### config.mk
export PLATFORM = sky130hd
export DESIGN_NAME = redmule_scheduler
export DESIGN_NICKNAME = d
export VERILOG_FILES = /design/src/logic/redmule_pkg.sv /design/src/logic/redmule_scheduler.sv
export SDC_FILE = /design/constraint.sdc
export NUM_CORES = 1
export LEC_CHECK = 0
export BUFFER_PORTS_ARGS = -buffer_cell sky130_fd_sc_hd__buf_2
export CAP_MARGIN = 20
export CORE_AREA = 3 3 40 42
export DETAILED_ROUTE_END_ITERATION = 7
export DIE_AREA = 0 0 43 45
export PLACE_DENSITY = 0.79
export RECOVER_POWER = 25
export SLEW_MARGIN = 20
export SYNTH_ARGS = -nofsm -noshare
export SYNTH_HDL_FRONTEND = slang
export SYNTH_SLANG_ARGS = --single-unit
### constraint.sdc
create_clock -name clk_i -period 2.6 [get_ports clk_i]
set_input_delay 0.52 -clock clk_i [delete_from_list [all_inputs] [get_ports clk_i]]
set_output_delay 0.52 -clock clk_i [all_outputs]
set_load 0.005 [all_outputs]
### src/logic/redmule_pkg.sv
// Shared sizes of the matrix-multiply accelerator
// Register index, scheduler state and memory operation enums

package redmule_pkg;

  // Array and element geometry
  localparam int unsigned array_dim = 4;
  localparam int unsigned elem_w    = 16;

  // One memory or register word holds a full row of elements
  localparam int unsigned word_w = 64;
  localparam int unsigned addr_w = 16;

  // K runs from 1 to 15
  localparam int unsigned k_w = 4;

  // Host-visible registers
  typedef enum logic [2:0] {
    REG_X_BASE  = 3'd0,
    REG_W_BASE  = 3'd1,
    REG_Y_BASE  = 3'd2,
    REG_Z_BASE  = 3'd3,
    REG_K_SIZE  = 3'd4,
    REG_TRIGGER = 3'd5,
    REG_STATUS  = 3'd6   // bit 0 busy, bit 1 fault
  } reg_idx_e;

  typedef enum logic [2:0] {
    ST_IDLE,
    ST_LOAD_Y,
    ST_LOAD_X,
    ST_LOAD_W,
    ST_MAC,
    ST_STORE_Z,
    ST_DONE
  } sched_state_e;

  // Memory operation, also selects the engine capture target
  typedef enum logic [2:0] {
    OP_NONE,
    OP_LOAD_Y,
    OP_LOAD_X,
    OP_LOAD_W,
    OP_STORE_Z
  } mem_op_e;

endpackage
### src/logic/redmule_scheduler.sv
// Job sequencing FSM over Y load, K x (X, W, MAC) and Z store
// Drives memory op, row or column index and engine strobes
`timescale 1ns/100ps

module redmule_scheduler
  import redmule_pkg::*;
(
  input  logic           clk_i,
  input  logic           arst_n_i,
  input  logic           start_i,
  input  logic [k_w-1:0] k_size_i,
  input  logic           op_done_i,
  output mem_op_e        mem_op_o,
  output logic [k_w-1:0] index_o,
  output logic           clear_o,
  output logic           mac_o,
  output logic           done_o
);

  localparam logic [k_w-1:0] last_row = k_w'(array_dim - 1);

  sched_state_e   state_q;
  sched_state_e   state_d;
  logic [k_w-1:0] cnt_q;
  logic [k_w-1:0] cnt_d;
  logic [k_w-1:0] k_q;
  logic [k_w-1:0] last_k;

  assign last_k = k_q - 1'b1;

  always_comb begin
    state_d = state_q;
    cnt_d   = cnt_q;
    case (state_q)
      ST_IDLE: begin
        if (start_i) begin
          state_d = ST_LOAD_Y;
          cnt_d   = '0;
        end
      end
      ST_LOAD_Y: begin
        if (op_done_i) begin
          if (cnt_q == last_row) begin
            state_d = ST_LOAD_X;
            cnt_d   = '0;
          end else begin
            cnt_d = cnt_q + 1'b1;
          end
        end
      end
      ST_LOAD_X: begin
        if (op_done_i) state_d = ST_LOAD_W;
      end
      ST_LOAD_W: begin
        if (op_done_i) state_d = ST_MAC;
      end
      ST_MAC: begin
        // One outer product per k step
        if (cnt_q == last_k) begin
          state_d = ST_STORE_Z;
          cnt_d   = '0;
        end else begin
          state_d = ST_LOAD_X;
          cnt_d   = cnt_q + 1'b1;
        end
      end
      ST_STORE_Z: begin
        if (op_done_i) begin
          if (cnt_q == last_row) begin
            state_d = ST_DONE;
          end else begin
            cnt_d = cnt_q + 1'b1;
          end
        end
      end
      ST_DONE: state_d = ST_IDLE;
      default: state_d = ST_IDLE;
    endcase
  end

  always_ff @(posedge clk_i or negedge arst_n_i) begin
    if (!arst_n_i) begin
      state_q <= ST_IDLE;
      cnt_q   <= '0;
      k_q     <= '0;
    end else begin
      state_q <= state_d;
      cnt_q   <= cnt_d;
      if (state_q == ST_IDLE && start_i) begin
        k_q <= k_size_i;
      end
    end
  end

  always_comb begin
    case (state_q)
      ST_LOAD_Y:  mem_op_o = OP_LOAD_Y;
      ST_LOAD_X:  mem_op_o = OP_LOAD_X;
      ST_LOAD_W:  mem_op_o = OP_LOAD_W;
      ST_STORE_Z: mem_op_o = OP_STORE_Z;
      default:    mem_op_o = OP_NONE;
    endcase
  end

  assign index_o = cnt_q;
  assign clear_o = (state_q == ST_IDLE) & start_i;
  assign mac_o   = (state_q == ST_MAC);
  assign done_o  = (state_q == ST_DONE);

  // MAC only ever directly follows a completed W load
  a_mac_after_w: assert property (@(posedge clk_i) disable iff (!arst_n_i)
    mac_o |-> $past(state_q == ST_LOAD_W && op_done_i));

endmodule

# After elaboration in Yosys (flattened, before gate mapping)
# Cells that the tools add are included.
[op_classes]
reduce_logical = 5
addsub = 2
bitwise = 1
n_mux = 17
n_eq_ne = 16
[ops]
columns = ["cell", "n"]
rows = [
  ["3-bit 2-to-1 mux", 8],
  ["4-bit 2-to-1 mux", 6],
  ["3-bit one-hot mux with 6 select lines", 1],
  ["2-bit != test, second input constant", 8],
  ["4-bit one-hot mux with 4 select lines", 1],
  ["3-bit one-hot mux with 4 select lines", 1],
  ["3-bit equality test, second input constant", 3],
  ["7-bit AND reduction", 1],
  ["3-bit by 2-bit equality test with 1-bit output, second input constant", 2],
  ["5-bit AND reduction", 1],
  ["4-bit by 1-bit adder with 4-bit output, second input constant", 1],
  ["4-bit by 2-bit equality test with 1-bit output, second input constant", 1],
  ["4-bit equality test", 1],
  ["4-bit nonzero test", 1],
  ["4-bit by 1-bit subtractor with 4-bit output, second input constant", 1],
  ["3-bit by 1-bit equality test with 1-bit output, second input constant", 1],
  ["3-bit zero test", 1],
  ["1-bit AND", 1],
  ["1-bit logical AND", 1],
]
[word_totals]
elab_cells = 44
reg_bits = 11
input_bits = 8
out_inout_bits = 10

# Depth between registers and ports, before layout
# Gate-level depths: netlist of the first run.
[depth]
ltp_word = 4
mapped_depth = 7
depth_no_buf = 7

# Worst setup path before layout of the first run
# Ideal clock, no wire load.
[synth_path]
path_type = "register -> register"
start = "reg cnt_q[0] (netlist: index_o[0])"
end = "reg cnt_q[2] (netlist: index_o[2])"
t_arrival_ns = 1.662
synth_period_minus_slack_ns = 1.780
path_stages_with_launch = 7
setup_time_ns = 0.118
slack_ns = 0.820
required_ns = 2.482
path_buffers = 0
path_cell_list = "dfrtp_1 ha_1 or3b_2 a31oi_1 a311o_1 o21bai_1 a21o_1"
[synth_via]
elab_chain_cells = 4
elab_cells_between_ends = 11
classes_between = "add/sub (1); eq/ne (3); mux (6); reduce/logical (1)"
[synth_lines]
columns = ["item", "line_no", "rtl"]
rows = [
  ["start, declared", "redmule_scheduler.sv:24", "logic [k_w-1:0] cnt_q;"],
  ["start signal, assigned", "redmule_scheduler.sv:88", "cnt_q <= cnt_d;"],
  ["4-bit by 1-bit adder with 4-bit output or 4-bit by 2-bit equality test with 1-bit output (tied branches)", "-", ""],
  ["4-bit 2-to-1 mux, on equally long branches", "redmule_scheduler.sv:69, redmule_scheduler.sv:43", ""],
  ["4-bit 2-to-1 mux, on equally long branches", "redmule_scheduler.sv:68, redmule_scheduler.sv:42", ""],
  ["4-bit one-hot mux with 4 select lines", "redmule_scheduler.sv:34", "case (state_q)"],
]
# Several ways; a longest one is shown, not always the timed one. The select of a mux whose other input is x is not followed.
# A chain may end at the register's enable or synchronous reset.

# Worst setup path after layout of the first run
# Ends and elaborated chain as after synthesis.

==> reports/summary.txt, run 1 <==
Skew final: 0.00186 ns
Avg Inst Size Synth: 9.45 µm²
Post-CTS Resized: 0
ANT nets after route: 0
Pre-Repair DR Iteration Count: 4
CP Data Arrival Time: 2.11 ns
CORE AREA: 1280 µm²
Finish-stage setup viols: 0
Die height: 45 µm
Port Buffers: 17
GRT overflow: 0
Final Instance Count excl. Fillers: 108
Most frequent cells in the layout: 16 x buf_2, 11 x dfrtp_1, 6 x inv_1, 6 x nand2_1, 6 x o21ai_0
# diodes: 0
Reg power frac: 37.7%
Vias in the first global route: 575
Starting Density: 54.4%
Ys Warns: 0
Top cells by area, synth: dfrtp_1 39%, o21ai_0 4.3%, xnor2_1 3.8%
Initial DRC Count: 18
Routed WL: 1420 µm
CP Data Required Time: 2.75 ns
Mapped Area: 699 µm²
Mapped Cells: 74
Vias per inst: 5.48
Post-DP HPWL: 1100 µm
Net switching power: 0.403 mW
Synth Flop Type: dfrtp_1
Row count: 13
Die Width: 43 µm
Metal1 wirelength: 644 µm
TritonCTS clock tree: built
Comb pwr share: 50.4%
Clock power frac: 11.9%
Crit end category: flop
Finished Core Util: 63.1%
Clock Path Buffers: 2
Worst-path clk slew: 0.07 ns
GRT Total Usage: 18.0%
Post-CTS setup buffer count: 0
Post-layout nets: 104
Sw frac: 42.4%
Static Leak: 0.401 nW
Post-Place Cells: 104
DR WL met3: 71 µm
Share of layout cells above drive strength 1: 28.0%
Power Internal: 0.548 mW
PwrDens: 1170 nW/µm²
Largest net degree at the start of global routing: 14
Slew Viols, Final: 0
Max-slew headroom: 60.6%
First-pass GRT wire length: 2620 µm
Placer Congestion: 0.752
Routed via count: 592
Root buf cell: clkbuf_4
Seq/Total Area, Yosys: 39.4%
Setup TNS Final: 0 ns
Worst-path maximum fanout: 6
IO Count: 18
Layout area overhead: 15.9%
Maximum VDD drop: 831 µV
CP Class: flop to flop
Async set or reset register ratio after synthesis: 100%
Hold crit path type: input pin to asynchronous set/reset pin
EDFF count, synth: 0
WL/cell: 13.2 µm
Synth area leader: dfrtp_1
Die area: 1940 µm²
Status: finished clean
Commonest non-fill, non-tap cell in the layout: buf_2
Max_cap viols: 0
Max frequency: 511 MHz
Metal2 WL: 673 µm
Hold Vio Cnt, Final: 0
Synth top area share: 39.4%
Highest metal used: met4
Number of buffers created by CTS: 3
Period Utilization, post-route: 75.3%
Htree depth: 1
Initial antenna violation count: 0
Worst slew pin tran: 0.592 ns
Worst-Skew Late Latency: 0.26 ns
Setup crit start kind: flop
Cell variety after synth: 31
DR DRC count: 0
Post-Syn Nets: 84
Post-cts hold buffer count: 0
Yosys reg bits: 11
Unrepaired setup endpoints after global routing: no
CTS sink count: 11
Fin crit period: 1.96 ns
[state kept, by name (all words and copies together) (netlist names)]
signal	flops
index_o	4
state_q	3
k_q	4
[per-stage QoR]
stage | total power, mW | hold WS [ns] | worst slack (ns) | cell area [µm²]
floorplan | 0.726 | 0.224 | 0.820 | 699
global placement | 0.816 | 0.402 | 0.780 | 785
detailed placement | 0.837 | 0.402 | 0.688 | 785
CTS | 0.956 | 0.121 | 0.672 | 812
global route | 1.05 | 0.270 | 0.536 | 811
finish | 0.951 | 0.233 | 0.641 | 811
[logic make-up after synthesis]
logic type | after synthesis | synth area share [%]
mux | 3 | 4.65
flops | 11 | 39.4
xor+xnor | 6 | 9.66
fa+ha+maj | 2 | 3.58
compound gates | 21 | 19.0
buf+inv | 9 | 6.98
simple gates | 22 | 16.8
[power by group through the flow]
stage	Combinational (mW)	Clock (mW)	Sequential (mW)
floorplan	0.427	0	0.299
global placement	0.460	0	0.357
detailed placement	0.474	0	0.363
CTS	0.481	0.116	0.360
global route	0.548	0.124	0.378
finish	0.479	0.113	0.359
[layer usage]
layer  vias to the layer above  GRT usage, %
met4                         0          7.23
met5                         -             0
li1                        295             -
met2                        20          30.2
met3                         4          3.98
met1                       273          22.6
[critical path, stage by stage, from the launching register on]
cell	delay, ns
dfrtp_1	0.44
ha_1	0.22
or3b_2	0.50
a31oi_1	0.22
a311o_1	0.22
o21bai_1	0.08
a21o_1	0.18
[cell usage after synthesis, types with 3 or more instances]
| cell type | n |
|---|---|
| a21oi_1 | 3 |
| dfrtp_1 | 11 |
| inv_1 | 6 |
| nand2_1 | 6 |
| nor2_1 | 5 |
| nor3_1 | 3 |
| o21ai_0 | 6 |
| xnor2_1 | 3 |
[final timing paths]
kind | cells past startpoint | end | slack (ns) | from
max | 6 | index_o[2] | 0.64 | index_o[0]
min | 1 | k_q[3] | 0.23 | arst_n_i
max in group asynchronous | 1 | state_q[1] | 1.99 | arst_n_i
min in group clk_i | 3 | k_q[0] | 0.46 | k_size_i[0]
max reg2reg | 6 | index_o[2] | 0.64 | index_o[0]
min reg2reg | 1 | k_q[3] | 0.55 | k_q[3]
[final cells by class]
class / count / area, µm²
fillers: 113 / 474
repair buffers: 18 / 91.3
flip-flops and latches: 11 / 275
clock inverters: 1 / 5.00
inverters: 6 / 22.5
multi-input cells: 54 / 375
well taps: 15 / 18.8
clock buffers: 3 / 22.5
(Power assumes the default switching activity.)
==> run 2: changes to the inputs <==
CORE_AREA = not set   (was 3 3 40 42)
CORE_MARGIN = 3   (was not set)
CORE_UTILIZATION = 50   (was not set)
DIE_AREA = not set   (was 0 0 43 45)
PLACE_DENSITY = 0.76   (was 0.79)
clock period = 2.04 ns   (was 2.6 ns; I/O delays follow)
==> run 2 against run 1 <==
  * Via count shrank 2.5%
  * Flip-flop and latch count is the same
  * Hold slack gained 0.11 ns
  * Critical path depth is the same
  * Setup slack lost 0.52 ns
  * Routed wire length shrank 2.2%
  * Sequential share of layout area shrank 0.21 points
  * Fmax grew 2.0%
==> reports/summary.txt, run 2 (same netlist as run 1, synthesis figures left out) <==
Die height: 43.4 µm (was 45 µm)
PwrDens: 1470 nW/µm² (was 1170 nW/µm²)
First-pass GRT wire length: 2410 µm (was 2620 µm)
R2R Path Start: index_o[1] (was index_o[0])
DP Worst Slack: 0.147 ns (was 0.688 ns)
Reg2reg setup slack: 0.12 ns (was 0.64 ns)
Row count: 12 (was 13)
CORE AREA: 1200 µm² (was 1280 µm²)
Pre-Repair DR Iteration Count: 4 (unchanged)
Reg-to-reg endpoint: index_o[2] (unchanged)
Share of layout cells above drive strength 1: 27.7% (was 28.0%)
Worst path top cell family by delay: compound AO/OA/AOI/OAI gates (unchanged)
Vias in the first global route: 546 (was 575)
Max frequency: 521 MHz (was 511 MHz)
Worst slew pin tran: 0.584 ns (was 0.592 ns)
Hold_sp: k_size_i[1]
Most frequent cells in the layout: 16 x buf_2, 10 x dfrtp_1, 6 x inv_1, 6 x nand2_1, 6 x o21ai_0 (was 16 x buf_2, 11 x dfrtp_1, 6 x inv_1, 6 x nand2_1, 6 x o21ai_0)
Setup crit start kind: flop (unchanged)
Placer Congestion: 0.777 (was 0.752)
Initial DRC Count: 22 (was 18)
Commonest non-fill, non-tap cell in the layout: buf_2 (unchanged)
Finish-stage setup viols: 0 (unchanged)
Initial antenna violation count: 0 (unchanged)
Starting Density: 58.2% (was 54.4%)
Hold path depth: 3
Static Leak: 0.401 nW (about the same)
GRT overflow: 0 (unchanged)
Final Instance Count excl. Fillers: 108 (unchanged)
Htree depth: 1 (unchanged)
Port Buffers: 17 (unchanged)
Root buf cell: clkbuf_4 (unchanged)
Crit path cell chain: ha_1 > or3b_2 > o21a_1 > o21ai_1 > o21bai_1 > a21o_1 (was ha_1 > or3b_2 > a31oi_1 > a311o_1 > o21bai_1 > a21o_1)
Routed via count: 577 (was 592)
Unrepaired setup endpoints after global routing: no (unchanged)
Hold crit path type: input pin to flop (was input pin to asynchronous set/reset pin)
Status: finished clean (unchanged)
ANT nets after route: 0 (unchanged)
Max-slew headroom: 61.1% (was 60.6%)
Number of buffers created by CTS: 3 (unchanged)
CTS sink count: 11 (unchanged)
Skew final: 0.00697 ns (was 0.00186 ns)
Setup WS post-layout: 0.120 ns (was 0.641 ns)
Power Internal: 0.705 mW (was 0.548 mW)
WHS: 0.344 ns (was 0.233 ns)
Die area: 1880 µm² (was 1940 µm²)
Clock power frac: 12.2% (was 11.9%)
Maximum VDD drop: 749 µV (was 831 µV)
# diodes: 0 (unchanged)
Buf+Inv Stages, Crit Path: 0 (unchanged)
Setup TNS Final: 0 ns (unchanged)
GRT Total Usage: 17.2% (was 18.0%)
Layout area overhead: 17.2% (was 15.9%)
CP Class: flop to flop (unchanged)
Post-DP HPWL: 1030 µm (was 1100 µm)
Vias per inst: 5.34 (was 5.48)
Largest net degree at the start of global routing: 14 (unchanged)
Crit path largest cell delay: 0.50 ns (about the same)
Max_cap viols: 0 (unchanged)
Final Power: 1.21 mW (was 0.951 mW)
Slew Viols, Final: 0 (unchanged)
# fillers: 106 (was 113)
IO Count: 18 (unchanged)
WL/cell: 12.9 µm (was 13.2 µm)
Worst R2R Path Depth: 6 (unchanged)
Fin crit period: 1.92 ns (was 1.96 ns)
Hold EP: k_q[1]
Sw frac: 41.7% (was 42.4%)
Net switching power: 0.503 mW (was 0.403 mW)
Die Width: 43.4 µm (was 43 µm)
Post-Place Cells: 103 (was 104)
Worst-Skew Late Latency: 0.27 ns (was 0.26 ns)
CP Data Required Time: 2.25 ns (was 2.75 ns)
Post-layout nets: 105 (was 104)
Clock Path Buffers: 2 (unchanged)
Hold Vio Cnt, Final: 0 (unchanged)
CP Data Arrival Time: 2.13 ns (was 2.11 ns)
Slowest cell on crit path: or3b_2 (unchanged)
Finished Core Util: 68.2% (was 63.1%)
Comb pwr share: 49.9% (was 50.4%)
Period Utilization, post-route: 94.1% (was 75.3%)
Reg power frac: 37.8% (was 37.7%)
Crit end category: flop (unchanged)
DR DRC count: 0 (unchanged)
Routed WL: 1390 µm (was 1420 µm)
Worst-path maximum fanout: 5 (was 6)
Design area: 820 µm² (was 811 µm²)
Worst-path clk slew: 0.07 ns (about the same)
Placed inst area: 783 µm² (was 785 µm²)
TritonCTS clock tree: built (unchanged)
## run 2: cell count changes in the layout (fill, tap and decap cells not counted), sizes merged
cell | previous run | this run
dlygate4sd3 | 0 | 1
clkinv | 1 | 0
clkbuf | 4 | 5
## run 2: power by group through the flow
stage / registers [mW] / clock network (mW) / logic [mW]
finish: 0.457 / 0.148 / 0.603
floorplan: 0.381 / 0 / 0.544
CTS: 0.453 / 0.154 / 0.609
global placement: 0.453 / 0 / 0.589
global route: 0.481 / 0.166 / 0.677
detailed placement: 0.456 / 0 / 0.603
## run 2: tightest hold or removal path: stages
cell	delay, ns
buf_2	0.07
nand2_1	0.03
o21ai_0	0.05
## run 2: cell type report
cell class	instances	area [µm²]	area share, %
Inverter	6	22.5	2.75
Multi-Input combinational cell	54	375	45.8
Clock buffer	4	26.3	3.21
Timing Repair Buffer	19	101	12.4
Sequential cell	11	277	33.7
Tap cell	14	17.5	2.14
## run 2: metal layers
| layer | wire length, µm | vias to the layer above | part of all wire [%] | track usage (%) |
|---|---|---|---|---|
| met1 | 653 | 261 | 47 | 22.9 |
| met5 | 0 | - | 0 | 0 |
| met3 | 65 | 2 | 4.7 | 2.49 |
| met2 | 658 | 15 | 47 | 26.0 |
| li1 | - | 299 | - | - |
| met4 | 13 | 0 | 0.93 | 10.8 |
## run 2: worst max path at each step
stage,to,from,cells past startpoint
6_report,index_o[2],index_o[1],6
2_1_floorplan,index_o[2],index_o[0],6
5_1_grt,index_o[2],index_o[1],6
3_5_place_dp,index_o[2],index_o[0],6
3_3_place_gp,index_o[2],index_o[1],6
4_1_cts,index_o[2],index_o[0],6
## run 2: timing repair
action                                 in CTS  in global routing
hold buffers                                1                  0
gates resized for setup                     0                  1
setup buffers                               0                  0
endpoints found under the hold margin       6                  0
setup endpoints to repair                   0                  1
==> run 3: changes to the inputs <==
CORE_UTILIZATION = 53   (was 50)
CTS_BUF_LIST = sky130_fd_sc_hd__clkbuf_4 sky130_fd_sc_hd__clkbuf_8   (was not set)
PLACE_DENSITY = 0.8   (was 0.76)
SKIP_LAST_GASP = 1   (was not set)
==> run 3 against run 2 <==
  * Count of clock-buffer cells in the layout stayed put
  * Utilization is 2.0 points higher
  * Non-clock buffer count stayed put
  * Setup slack better by 0.018 ns
  * Sequential power hardly changed
  * Critical path depth stayed put
  * Die area is 4.9% lower
  * Clock skew is 0.0059 ns lower
  * Fmax is 0.93% higher
  * Cell count stayed put
  * Global-route usage is 1.9 points higher
  * Critical endpoint unchanged
  * Largest cell class unchanged
  * Largest power group unchanged
  * Highest routed layer unchanged
==> reports/summary.txt, run 3 (same netlist as run 1, synthesis figures left out) <==
Reg2reg setup slack: 0.14 ns (was 0.12 ns)
Static Leak: 0.406 nW (was 0.401 nW)
DP Worst Slack: 0.139 ns (was 0.147 ns)
Largest net degree at the start of global routing: 14 (unchanged)
Max_cap viols: 0 (unchanged)
Commonest non-fill, non-tap cell in the layout: buf_2 (unchanged)
PwrDens: 1490 nW/µm² (was 1470 nW/µm²)
Routed via count: 610 (was 577)
First-pass GRT wire length: 2620 µm (was 2410 µm)
Setup WS post-layout: 0.138 ns (was 0.120 ns)
Period Utilization, post-route: 93.2% (was 94.1%)
Starting Density: 59.7% (was 58.2%)
Row count: 12 (unchanged)
Initial DRC Count: 6 (was 22)
Share of layout cells above drive strength 1: 27.7% (unchanged)
Net switching power: 0.513 mW (was 0.503 mW)
Final Power: 1.23 mW (was 1.21 mW)
Worst-path maximum fanout: 6 (was 5)
CTS sink count: 11 (unchanged)
Grt met2 use: 31.9% (was 26.0%)
TritonCTS clock tree: built (unchanged)
CP Data Required Time: 2.20 ns (was 2.25 ns)
Reg power frac: 37.2% (was 37.8%)
Setup crit start kind: flop (unchanged)
Hold path depth: 3 (unchanged)
Clock power frac: 13.2% (was 12.2%)
GRT Total Usage: 19.1% (was 17.2%)
Setup TNS Final: 0 ns (unchanged)
Hold crit path type: input pin to flop (unchanged)
Worst-Skew Late Latency: 0.26 ns (was 0.27 ns)
Most frequent cells in the layout: 16 x buf_2, 11 x dfrtp_1, 6 x inv_1, 6 x nand2_1, 6 x o21ai_0 (was 16 x buf_2, 10 x dfrtp_1, 6 x inv_1, 6 x nand2_1, 6 x o21ai_0)
Die area: 1790 µm² (was 1880 µm²)
Crit end category: flop (unchanged)
Hold Vio Cnt, Final: 0 (unchanged)
CORE AREA: 1170 µm² (was 1200 µm²)
Post-layout nets: 105 (unchanged)
Layout area overhead: 17.5% (was 17.2%)
Maximum VDD drop: 884 µV (was 749 µV)
R2R Path Start: index_o[0] (was index_o[1])
Clock Path Buffers: 2 (unchanged)
WL/cell: 13.7 µm (was 12.9 µm)
Die height: 42.3 µm (was 43.4 µm)
Placer Congestion: 0.824 (was 0.777)
Routed WL: 1480 µm (was 1390 µm)
WHS: 0.353 ns (was 0.344 ns)
Met3 Resource Use GR: 4.29% (was 2.49%)
Reg-to-reg endpoint: index_o[2] (unchanged)
Sw frac: 41.8% (was 41.7%)
Worst slew pin tran: 0.601 ns (was 0.584 ns)
# diodes: 0 (unchanged)
Power Internal: 0.715 mW (was 0.705 mW)
Hold EP: k_q[0] (was k_q[1])
Vias in the first global route: 606 (was 546)
Htree depth: 1 (unchanged)
Die Width: 42.3 µm (was 43.4 µm)
Initial antenna violation count: 0 (unchanged)
GR peak layer: met2 (unchanged)
Root buf cell: clkbuf_4 (unchanged)
Number of buffers created by CTS: 3 (unchanged)
Comb pwr share: 49.6% (was 49.9%)
CP Data Arrival Time: 2.06 ns (was 2.13 ns)
Fin crit period: 1.90 ns (was 1.92 ns)
Unrepaired setup endpoints after global routing: no (unchanged)
Post-DP HPWL: 1180 µm (was 1030 µm)
Skew final: 0.00105 ns (was 0.00697 ns)
Met1 Use GR: 24.4% (was 22.9%)
Finish-stage setup viols: 0 (unchanged)
GRT overflow: 0 (unchanged)
Worst R2R Path Depth: 6 (unchanged)
IO Count: 18 (unchanged)
Status: finished clean (unchanged)
DR DRC count: 0 (unchanged)
Max-slew headroom: 59.9% (was 61.1%)
Port Buffers: 17 (unchanged)
Max frequency: 526 MHz (was 521 MHz)
Worst-path clk slew: 0.07 ns (about the same)
ANT nets after route: 0 (unchanged)
Hold_sp: k_size_i[0] (was k_size_i[1])
Vias per inst: 5.65 (was 5.34)
Pre-Repair DR Iteration Count: 4 (unchanged)
Post-CTS setup buffer count: 0 (unchanged)
Slew Viols, Final: 0 (unchanged)
CP Class: flop to flop (unchanged)
run 3: power by group through the flow:
stage	clock network (mW)	registers, mW	logic (mW)
final	0.162	0.457	0.609
after global routing	0.180	0.477	0.682
after CTS	0.167	0.457	0.614
after detailed placement	0	0.464	0.608
after global placement	0	0.455	0.585
after floorplan	0	0.381	0.544
run 3: how the worst max path moves through the flow:
stage,from,to,slack (ns),cells past startpoint
floorplan,index_o[0],index_o[2],0.26,6
global placement,index_o[1],index_o[2],0.21,6
CTS,index_o[0],index_o[2],0.14,6
detailed placement,index_o[0],index_o[2],0.14,6
finish,index_o[0],index_o[2],0.14,6
global route,index_o[0],index_o[2],0.01,6
run 3: critical path: stages (launching register included):
cell and delay [ns]:
dfrtp_1 0.43, ha_1 0.21, or3b_2 0.50, a31oi_1 0.19, a311o_1 0.22, o21bai_1 0.08
a21o_1 0.17
run 3: layer usage:
| layer | vias to the layer above | routed length (µm) | part of all wire (%) |
|---|---|---|---|
| li1 | 298 | - | - |
| met1 | 293 | 638 | 43 |
| met2 | 17 | 755 | 51 |
| met3 | 2 | 76 | 5.1 |
| met4 | 0 | 7 | 0.47 |
| met5 | - | 0 | 0 |
run 3: metrics by stage:
stage	utilization, %	cells	instance area, µm²
after global placement	66.9	103	783
final	70.2	108	822
after floorplan	-	74	699
after detailed placement	66.9	103	783
after CTS	69.4	107	813
after global routing	70.2	108	822
run 3: cell type report:
cell class              instances  area (µm²)
multi-input cells              54         375
fillers                        98         349
flip-flops and latches         11         275
repair buffers                 19         101
clock buffers                   4        30.0
inverters                       6        22.5
well taps                      14        17.5
run 3: timing repair:
item	in CTS	in global routing
resized for setup	0	0
hold endpoints to repair	0	8
hold buffers	0	1
